<file path="src/common/physics_pkg.sv">
package physics_pkg;

	typedef logic [1:0] player_id_t;           // Up to four players
	typedef logic signed [15:0] coord_t;       // Whole pixels
	typedef logic signed [31:0] fixed_t;       // 16.16 fixed point
	typedef logic [7:0] joystick_t;            // Raw axis, rests at 128
	typedef logic [15:0] damage_t;             // Damage percent

	// Wall contact flags reported by the collision logic
	typedef struct packed {
		logic left;
		logic right;
		logic up;
		logic down;
		logic platform;
	} contact_t;

	typedef enum logic [0:0] {
		CMD_SPAWN = 1'b0,
		CMD_STEP  = 1'b1
	} cmd_kind_e;

	typedef struct packed {
		cmd_kind_e kind;
		player_id_t player;
		joystick_t joy_x;
		joystick_t joy_y;
		logic jump_button;
		contact_t contact;
		logic attack;
		logic freeze;
		coord_t knockback_x;
		coord_t knockback_y;
		coord_t movement_x;        // Attack movement in pixels
		coord_t movement_y;
		damage_t damage;
		coord_t spawn_x;
		coord_t spawn_y;
	} physics_cmd_t;

	typedef struct packed {
		player_id_t player;
		coord_t pos_x;
		coord_t pos_y;
	} position_t;

	// Joystick gain, scaled before the divide by mass
	localparam fixed_t MOVE_SCALE = 32'sd1024;
	localparam fixed_t JUMP_IMPULSE = 32'sh0004_0000;

	localparam joystick_t JOY_CENTER = 8'd128;
	localparam joystick_t JOY_UP_LIMIT = 8'd240;    // At or above counts as a jump press
	localparam joystick_t JOY_DOWN_LIMIT = 8'd16;   // Below drops through platforms

endpackage

</file>
<file path="src/source/command_dispatcher.sv">
`timescale 1ns/1ps

module command_dispatcher import physics_pkg::*; #(
	parameter int NUM_PLAYERS = 4,
	parameter int CMD_DEPTH = 4
) (
	input logic clock,
	input logic reset,
	input logic cmd_valid,
	input physics_cmd_t cmd,
	output logic cmd_credit,
	output logic [NUM_PLAYERS-1:0] unit_step,
	output physics_cmd_t unit_cmd,
	input logic [NUM_PLAYERS-1:0] unit_ready
);

	localparam int PTR_W = (CMD_DEPTH > 1) ? $clog2(CMD_DEPTH) : 1;
	localparam int CNT_W = $clog2(CMD_DEPTH + 1);

	physics_cmd_t fifo_mem [CMD_DEPTH];
	logic [PTR_W-1:0] wr_ptr, rd_ptr;
	logic [CNT_W-1:0] count;
	logic pop;
	logic push;

	// Sender holds a credit whenever it asserts valid, so no full check
	assign push = cmd_valid;
	assign unit_cmd = fifo_mem[rd_ptr];
	assign pop = (count != '0) && unit_ready[unit_cmd.player];

	always_comb begin
		unit_step = '0;
		if (pop)
			unit_step[unit_cmd.player] = 1'b1;
	end

	assign cmd_credit = pop;    // Slot freed

	always_ff @(posedge clock) begin
		if (push)
			fifo_mem[wr_ptr] <= cmd;
	end

	always_ff @(posedge clock) begin
		if (reset) begin
			wr_ptr <= '0;
			rd_ptr <= '0;
			count <= '0;
		end else begin
			if (push)
				wr_ptr <= (wr_ptr == PTR_W'(CMD_DEPTH - 1)) ? '0 : wr_ptr + 1'b1;
			if (pop)
				rd_ptr <= (rd_ptr == PTR_W'(CMD_DEPTH - 1)) ? '0 : rd_ptr + 1'b1;
			case ({push, pop})
				2'b10: count <= count + 1'b1;
				2'b01: count <= count - 1'b1;
				default: count <= count;
			endcase
		end
	end

endmodule

</file>
<file path="config.mk">
export PLATFORM = sky130hd
export DESIGN_NAME = command_dispatcher
export DESIGN_NICKNAME = d
export VERILOG_FILES = /design/src/common/physics_pkg.sv /design/src/source/command_dispatcher.sv
export SDC_FILE = /design/constraint.sdc
export NUM_CORES = 1
export LEC_CHECK = 0
export ABC_AREA = 1
export BUFFER_PORTS_ARGS = -buffer_cell sky130_fd_sc_hd__buf_2
export CAP_MARGIN = 0
export CORE_MARGIN = 2
export CORE_UTILIZATION = 51
export DETAILED_ROUTE_END_ITERATION = 8
export MAX_ROUTING_LAYER = met4
export PLACE_DENSITY = 0.76
export SLEW_MARGIN = 20
export SYNTH_ARGS = -nofsm -noshare
export SYNTH_HDL_FRONTEND = slang
export SYNTH_SLANG_ARGS = --single-unit
</file>
<file path="constraint.sdc">
create_clock -name clock -period 3.6 [get_ports clock]
set_clock_uncertainty 0.15 [all_clocks]
set_input_delay 0.36 -clock clock [delete_from_list [all_inputs] [get_ports clock]]
set_output_delay 0.36 -clock clock [all_outputs]
set_load 0.02 [all_outputs]
</file>
==> metrics.md, run 1 <==
| Metric | Value |
|---|---|
| Min Clock Period, post-route | 3377 ps |
| Yosys reg bits | 565 |
| RSZ-0062 raised after global routing | no |
| Worst setup SP type | flip-flop |
| TritonRoute pass-1 iters | 5 |
| Worst slack, placed | 841.4 ps |
| WP data required | 3090 ps |
| Hold Crit Start | unit_ready[2] |
| Fmax | 0.2961 GHz |
| Power Dens Cells | 653.0 nW/um2 |
| Worst setup EP type | output port |
| Worst Hold Class | in -> reg |
| Synth cell types | 22 |
| Tcrit/Tclk final | 93.80% |
| CP max stage cell | buf_12 |
| Post-Syn Area | 20,940 um2 |
| Path depth of the worst reg2reg path | 16 |
| Setup violators final | 0 |
| Worst-Skew Late Latency | 590 ps |
| DR vias/cell | 5.534 |
| DR WL/cell | 19.55 um |
| Syn_nets | 1,578 |
| Max-slew violations | 0 |
| IO buf count | 289 |
| Post-synthesis sequential area ratio | 80.61% |
| Status | complete, no violations |
| # DRC | 0 |
| Ratio of cells with drive above 1 in the final layout | 21.04% |
| Most common cell after layout, fill and taps aside | edfxtp_1 |
| Final nets | 1,990 |
| Worst R2R Setup Slack | 840 ps |
| Reg2reg end | count[2] |
| H-Tree Depth | 2 |
| Drt initial violations | 1,115 |
| Initial antenna violation count | 2 |
| Final-report hold violation count | 0 |
| Slew Limit Headroom | 38.36% |
| Post-CTS Setup Bufs | 0 |
| Max-capacitance violation count | 0 |
| DIE HEIGHT | 206.6 um |
| I/O pin count | 290 |
| Static leakage | 9.222 nW |
| Worst-margin pin slew | 924.6 ps |
| Row Count | 74 |
| Starting Density | 51.51% |
| Cells on Worst Hold Path | 8 |
| Final wirelength | 47,150 um |
| Placer Congestion | 0.7644 |
| Crit-path max FO | 167 |
| Mapped Cells | 1,425 |
| Avg Inst Size Synth | 14.69 um2 |
| Cells along the critical path | inv_6, buf_12, buf_16, o21ai_0, o22ai_1, buf_2 |
| Critical path's largest stage delay | 500 ps |
| DP HPWL | 23,850 um |
| CTS Buf Count | 54 |
| Peak supply drop | 0.6423 mV |
| Root Buffer | clkbuf_16 |
| Multi-input gate area | 3615 um2 |
| Area of the die | 42,690 um2 |
| Fill count | 2,837 |
| GRT Total Usage | 22.22% |
| Total gr overflow | 0 |
| Remaining antenna violation count after routing | 0 |
| Clk buf depth | 3 |
| Vias | 13,350 |
| Synthesis-to-layout area growth | 24.69% |
| Synth warn | 0 |
| PnR worst setup slack | 223.0 ps |
| Setup CP Type | reg -> out |
| Number of global-route vias before repair | 13,160 |
| Synth area leader | edfxtp_1 |
| Die Width | 206.6 um |
| Top-area cell type share of the netlist area | 79.75% |
| Pin count of the biggest net entering global routing | 275 |
| CP arrival | 2870 ps |
| Clk sink count | 565 |
| Final setup TNS | 0 ps |
| Clock slew at reported path FFs | 60 ps |
| Most frequent cells in the layout | 556 x edfxtp_1, 289 x buf_2, 284 x nor2_1, 280 x o21ai_0, 141 x dlygate4sd3_1 |
| First-pass GRT wire length | 70,700 um |
| Core footprint | 40,650 um2 |
| Area contributors post-synth | edfxtp_1 80%, o21ai_0 6.7%, nor2_1 5.1% |
| Reg area | 16,880 um2 |
| Post-cts sizing count | 0 |
| Hold buffers post-CTS | 141 |
| CTS tree | built |
-- where the power goes --
group / total, mW / switching (mW) / internal (mW)
clock: 5.46 / 2.29 / 3.18
combinational: 3.93 / 2.76 / 1.17
sequential: 7.65 / 0.107 / 7.55
-- state kept, by name (all words and copies together) (netlist names), named ones only --
signal and cells:
rd_ptr 2, fifo_mem 556, count 3, wr_ptr 2
-- stage by stage --
stage / util (%) / std cells / hold slack, ps / power [mW] / cell area (um2)
global placement: 56.45 / 2171 / 304.8 / 11.46 / 22940
global route: 64.22 / 2411 / 256.3 / 17.74 / 26100
detailed placement: 56.45 / 2171 / 309.7 / 11.55 / 22940
floorplan: - / 1425 / 282.4 / 10.18 / 20950
CTS: 64.14 / 2408 / 149.5 / 17.09 / 26070
finish: 64.22 / 2412 / 184.4 / 17.05 / 26100
-- cells by family after synthesis --
kind of cell / synth area share [%]
adder cells (fa/ha/maj): 0.4542
AO/OA/AOI/OAI: 10.93
flip-flops: 80.61
buffers and inverters: 2.122
AND/OR/NAND/NOR: 5.881
-- synthesized netlist by cell type --
master / count
inv_1: 19
nand3_2: 1
nand2_2: 4
nor3_1: 6
or2_0: 1
ha_1: 6
o21ai_0: 280
clkinv_2: 1
nand3_1: 3
nand2_4: 1
nand2_1: 18
inv_4: 1
fa_1: 1
a21oi_1: 6
buf_2: 4
nor2_1: 284
dfxtp_1: 9
buf_1: 2
buf_6: 2
o22ai_1: 137
edfxtp_1: 556
clkbuf_1: 83
-- worst max-delay path: cells and delay by family, from the launching register on --
kind | cells | cell delay [ps]
flops | 1 | 480
compound gates | 2 | 410
buf+inv | 4 | 1190
-- worst max path at each step --
stage               cells past startpoint              to      start
global route                            6     unit_cmd[6]  flip-flop
global placement                       16        count[2]  flip-flop
detailed placement                     16        count[2]  flip-flop
floorplan                               4  fifo_mem[0][0]  wr_ptr[0]
finish                                  6   unit_cmd[110]  flip-flop
CTS                                     5    unit_cmd[19]  flip-flop
-- final cells by class --
| cell class | count | share of cell area (%) |
|---|---|---|
| Antenna cell | 3 | 0.02876 |
| Inverter | 21 | 0.3882 |
| Multi-Input combinational cell | 748 | 13.85 |
| Clock inverter | 19 | 0.6567 |
| Timing Repair Buffer | 447 | 11.94 |
| Sequential cell | 565 | 64.68 |
| Tap cell | 532 | 2.550 |
| Clock buffer | 77 | 5.905 |
-- per-layer routing --
layer / wire, um / GRT usage, %
met1: 19210 / 28.69
met2: 22630 / 34.57
met3: 3782 / 4.710
met4: 1519 / 9.286
met5: 0 / -
(Power assumes the default switching activity.)
==> run 2: changes to the inputs <==
--- a/config.mk
+++ b/config.mk
@@ -5,7 +5,6 @@
 export SDC_FILE = /design/constraint.sdc
 export NUM_CORES = 1
 export LEC_CHECK = 0
-export ABC_AREA = 1
 export BUFFER_PORTS_ARGS = -buffer_cell sky130_fd_sc_hd__buf_2
 export CAP_MARGIN = 0
 export CORE_MARGIN = 2
==> metrics.md, run 2 <==
| Metric | Value |
|---|---|
| Avg Inst Size Synth | 26.10 um2 |
| Setup CP Type | reg -> out |
| Worst slack, placed | 631.5 ps |
| Most common cell after layout, fill and taps aside | edfxtp_1 |
| Starting Density | 51.63% |
| Vias | 9,979 |
| Clock power frac | 32.9% |
| Internal power | 12.75 mW |
| TritonRoute pass-1 iters | 4 |
| Fill count | 2,519 |
| DR WL/cell | 22.33 um |
| WP data required | 3090 ps |
| Status | complete, no violations |
| DR vias/cell | 5.465 |
| Initial antenna violation count | 4 |
| IO buf count | 289 |
| Peak supply drop | 0.5790 mV |
| Total gr overflow | 0 |
| Largest regs | fifo_mem: 556 flops, count: 3 flops |
| Worst Hold Class | in -> reg |
| PnR worst setup slack | 460.1 ps |
| Commonest cells in the netlist | 556 x edfxtp_1, 139 x mux4_2, 14 x buf_2, 13 x clkbuf_1, 9 x dfxtp_1 |
| Most frequent cells in the layout | 556 x edfxtp_1, 289 x buf_2, 141 x dlygate4sd3_1, 139 x mux4_2, 57 x clkbuf_16 |
| First-pass GRT wire length | 61,440 um |
| Placed Cells | 1,583 |
| Synth warn | 0 |
| Core footprint | 39,730 um2 |
| Post-route cell area | 25,960 um2 |
| Worst hold slack | 247.5 ps |
| H-Tree Depth | 2 |
| Yosys reg bits | 565 |
| Final wirelength | 40,770 um |
| Async set-reset flop share out of synthesis | 0% |
| GRT Total Usage | 20.45% |
| Worst setup EP type | output port |
| # DRC | 0 |
| PnR Total Power | 17.41 mW |
| Static leakage | 8.810 nW |
| Placer Congestion | 0.7638 |
| Number of global-route vias before repair | 10,590 |
| Clock slew at reported path FFs | 60 ps |
| Slew Limit Headroom | 30.32% |
| Remaining antenna violation count after routing | 0 |
| Clk sink count | 565 |
| Synth cell types | 25 |
| Row Count | 73 |
| Largest Register | fifo_mem |
| DIE HEIGHT | 204.6 um |
| Min Clock Period, post-route | 3140 ps |
| Non-Filler Instances | 1,826 |
| P_sw | 4.662 mW |
| Fmax | 0.3185 GHz |
| Final Util | 65.34% |
| Pin count of the biggest net entering global routing | 81 |
| Worst-Skew Late Latency | 580 ps |
| I/O pin count | 290 |
| Post-cts sizing count | 0 |
| Top-count cell post-synth | edfxtp_1 |
| Max-capacitance violation count | 0 |
| Die Width | 204.6 um |
| CP arrival | 2630 ps |
| Worst setup SP type | flip-flop |
| Max-slew violations | 0 |
| Synth area leader | edfxtp_1 |
| Area of the die | 41,840 um2 |
| Area contributors post-synth | edfxtp_1 81%, mux4_2 15%, dfxtp_1 0.88% |
| Post-synthesis sequential area ratio | 82.27% |
| Max reg flops | 556 |
| CTS tree | built |
| Final setup TNS | 0 ps |
| Sequential share of power | 43.8% |
| Mapped Cells | 786 |
| Area after DPL | 22,710 um2 |
| Top-area cell type share of the netlist area | 81.40% |
| Syn_nets | 939 |
| Crit-path max FO | 68 |
| Post-Syn Area | 20,510 um2 |
| Drt initial violations | 588 |
| Reg area | 16,880 um2 |
| Ratio of cells with drive above 1 in the final layout | 41.20% |
| Sw frac | 26.77% |
| Setup violators final | 0 |
| Power Dens Cells | 670.7 nW/um2 |
| Tcrit/Tclk final | 87.22% |
| DP HPWL | 23,060 um |
| Final nets | 1,408 |
| Number of synthesized flops with an enable pin | 556 |
| CTS Buf Count | 54 |
| Multi-input gate area | 3467 um2 |
| Clk buf depth | 3 |
| Combinational power share | 23.3% |
| Worst-margin pin slew | 1045 ps |
| RSZ-0062 raised after global routing | no |
| Ys flop type | edfxtp_1 |
| Synthesis-to-layout area growth | 26.56% |
| Final-report hold violation count | 0 |
| Root Buffer | clkbuf_16 |
[run 2: repair_timing]
action | 4_1_cts | 5_1_grt
setup buffers | 0 | 0
hold endpoints to repair | 561 | 0
hold buffers | 141 | 0
[run 2: cell type report]
cell class,instances,area share [%]
Antenna cell,5,0.04820
Clock buffer,68,5.808
Clock inverter,29,1.229
Inverter,6,0.08676
Multi-Input combinational cell,182,13.36
Sequential cell,565,65.04
Tap cell,525,2.530
Timing Repair Buffer,446,11.90
[run 2: worst max-delay path, stage by stage, from the launching register on]
cell	delay, ps
dfxtp_4	510
buf_4	850
mux4_2	450
buf_2	180
[run 2: path summary, 6_finish.rpt]
kind	startpoint	endpoint	slack, ps	cells past startpoint
max	flip-flop	unit_cmd[82]	460	3
min	unit_ready[2]	flip-flop	250	4
max reg2reg	flip-flop	count[2]	590	9
min reg2reg	rd_ptr[1]	flip-flop	350	2
[run 2: cells by family (layout without fill, tap and decap cells)]
family | after synthesis | in the layout | synth area share (%)
compound gates | 5 | 5 | 0.1585
xor+xnor | 2 | 2 | 0.08541
fa+ha+maj | 7 | 7 | 0.4636
buf+inv | 39 | 549 | 0.8723
flops | 565 | 565 | 82.27
mux | 144 | 144 | 15.53
other cells | 0 | 5 | 0
simple gates | 24 | 24 | 0.6161
[run 2: power groups by stage]
stage                     Clock [mW]  Sequential [mW]  Combinational, mW
after floorplan                    0             7.73               2.80
after global placement             0             7.75               3.95
after detailed placement           0             7.77               3.97
after CTS                       5.84             7.63               4.12
after global routing            6.10             7.65               4.34
final                           5.73             7.63               4.05
[run 2: routing by layer]
| metal | global-route usage, % | routed length (um) |
|---|---|---|
| met5 | - | 0 |
| met3 | 6.316 | 3384 |
| met4 | 5.538 | 860 |
| met2 | 32.60 | 20410 |
| met1 | 25.72 | 16120 |
==> run 3: changes to the inputs <==
--- a/config.mk
+++ b/config.mk
@@ -10,6 +10,7 @@
 export CORE_MARGIN = 2
 export CORE_UTILIZATION = 51
 export DETAILED_ROUTE_END_ITERATION = 8
+export GPL_TIMING_DRIVEN = 0
 export MAX_ROUTING_LAYER = met4
 export PLACE_DENSITY = 0.76
 export SLEW_MARGIN = 20
==> metrics.md, run 3 (same netlist as run 2, synthesis figures left out) <==
| Metric | Value |
|---|---|
| Status | complete, no violations |
| Slew Limit Headroom | 48.79% |
| TritonRoute pass-1 iters | 7 |
| Final nets | 1,436 |
| CTS tree | built |
| Clock slew at reported path FFs | 60 ps |
| Total gr overflow | 0 |
| IO buf count | 288 |
| CP delay by family, top | buffers and inverters |
| RSZ-0062 raised after global routing | no |
| Root Buffer | clkbuf_16 |
| Final Util | 65.90% |
| Worst-margin pin slew | 768.1 ps |
| Post-CTS Setup Bufs | 0 |
| WP data required | 3090 ps |
| Setup violators final | 0 |
| Most common cell after layout, fill and taps aside | edfxtp_1 |
| Cells on Worst Hold Path | 4 |
| Reg2reg end | count[2] |
| Most frequent cells in the layout | 556 x edfxtp_1, 302 x buf_2, 142 x dlygate4sd3_1, 139 x mux4_2, 55 x clkbuf_16 |
| PnR Total Power | 17.58 mW |
| DR vias/cell | 5.412 |
| CP arrival | 2900 ps |
| Row Count | 73 |
| Area of the die | 41,840 um2 |
| Ratio of cells with drive above 1 in the final layout | 40.92% |
| Max-capacitance violation count | 0 |
| CTS Buf Count | 54 |
| Tcrit/Tclk final | 94.85% |
| DIE HEIGHT | 204.6 um |
| Initial antenna violation count | 2 |
| Worst Hold Class | in -> reg |
| DR WL/cell | 22.38 um |
| Worst-Skew Late Latency | 590 ps |
| Largest Register | fifo_mem |
| Core footprint | 39,730 um2 |
| DP HPWL | 24,480 um |
| Path depth of the worst reg2reg path | 10 |
| Static leakage | 8.935 nW |
| Worst R2R Setup Slack | 330 ps |
| Setup CP Type | reg -> out |
| Fill count | 2,496 |
| # DRC | 0 |
| Drt initial violations | 562 |
| Worst path bufs/invs | 3 |
| Max reg flops | 556 |
| GRT Total Usage | 20.94% |
| Final-report hold violation count | 0 |
| Final wirelength | 41,490 um |
| Hold Crit Start | unit_ready[2] |
| Number of global-route vias before repair | 10,900 |
| Hold endpoint | rd_ptr[1] |
| Placer Congestion | 0.7272 |
| H-Tree Depth | 2 |
| Peak supply drop | 0.5676 mV |
| Clk sink count | 565 |
| Post-route cell area | 26,190 um2 |
| Clk buf depth | 3 |
| Crit-path max FO | 10 |
| Remaining antenna violation count after routing | 0 |
| Synthesis-to-layout area growth | 27.66% |
| Vias | 10,030 |
| Non-Filler Instances | 1,854 |
| Pin count of the biggest net entering global routing | 49 |
| Largest regs | fifo_mem: 556 flops, count: 3 flops |
| Area after DPL | 22,930 um2 |
| Die Width | 204.6 um |
| Critical path's largest stage delay | 720 ps |
| Max-slew violations | 0 |
| Min Clock Period, post-route | 3415 ps |
| Fmax | 0.2928 GHz |
| Placed Cells | 1,611 |
| I/O pin count | 290 |
| Starting Density | 51.63% |
| Cells along the critical path | clkdlybuf4s15_1, clkbuf_1, mux4_2, buf_2 |
| Power Dens Cells | 671.3 nW/um2 |
| Worst setup SP type | flip-flop |
| Worst setup EP type | output port |
| CP max stage cell | clkdlybuf4s15_1 |
| First-pass GRT wire length | 62,930 um |
-- run 3: how the worst max path moves through the flow --
| stage | from | end | cells past startpoint |
|---|---|---|---|
| 5_1_grt | flip-flop | unit_cmd[90] | 4 |
| 4_1_cts | flip-flop | unit_cmd[44] | 4 |
| 6_report | flip-flop | unit_cmd[90] | 4 |
| 2_1_floorplan | flip-flop | count[2] | 10 |
| 3_3_place_gp | wr_ptr[0] | fifo_mem[3][72] | 2 |
| 3_5_place_dp | flip-flop | count[2] | 10 |
-- run 3: power by group --
group          switching (mW)  leakage (nW)  internal, mW  total (mW)
logic                    2.35          2.86          1.83        4.17
clock network            2.37         0.898          3.43        5.80
registers              0.0747          5.18          7.53        7.60
-- run 3: routing by layer --
metal / vias to the layer above / part of all wire (%) / global-route usage, %
met1: 5188 / 39 / 25.55
li1: 4395 / - / -
met5: - / 0 / -
met3: 69 / 7.6 / 5.154
met2: 381 / 51 / 34.65
met4: 0 / 2.4 / 6.832
-- run 3: what timing repair did --
item                                   in CTS  in global routing
hold buffers                              142                  0
setup endpoints to repair                  28                  2
endpoints found under the hold margin     561                  0
gates resized for setup                     0                  2
-- run 3: area by class of cell --
cell class | count | area, um2 | area share, %
Sequential cell | 565 | 16880 | 64.45
Multi-Input combinational cell | 182 | 3467 | 13.24
Timing Repair Buffer | 442 | 3171 | 12.11
Clock buffer | 60 | 1395 | 5.328
Tap cell | 525 | 656.9 | 2.509
Clock inverter | 40 | 432.9 | 1.653
Buffer | 32 | 158.9 | 0.6068
Inverter | 6 | 22.52 | 0.08601
Antenna cell | 2 | 5.005 | 0.01911
-- run 3: worst reg2reg max path, delay by kind of cell, from the launching register on --
kind | cells | cell delay (ps)
compound gates | 2 | 490
xor+xnor | 1 | 160
fa+ha+maj | 2 | 630
buf+inv | 2 | 260
flops | 1 | 320
mux | 1 | 590
simple gates | 2 | 600
-- run 3: metrics by stage --
stage / hold WS [ps] / TNS [ps] / setup slack (ps)
after floorplan: 308.2 / 0 / 522.4
after global routing: 307.1 / 0 / 18.97
after global placement: 323.6 / -318500 / -608.6
after CTS: 251.4 / 0 / 23.02
final: 288.5 / 0 / 185.3
after detailed placement: 344.1 / 0 / 464.2
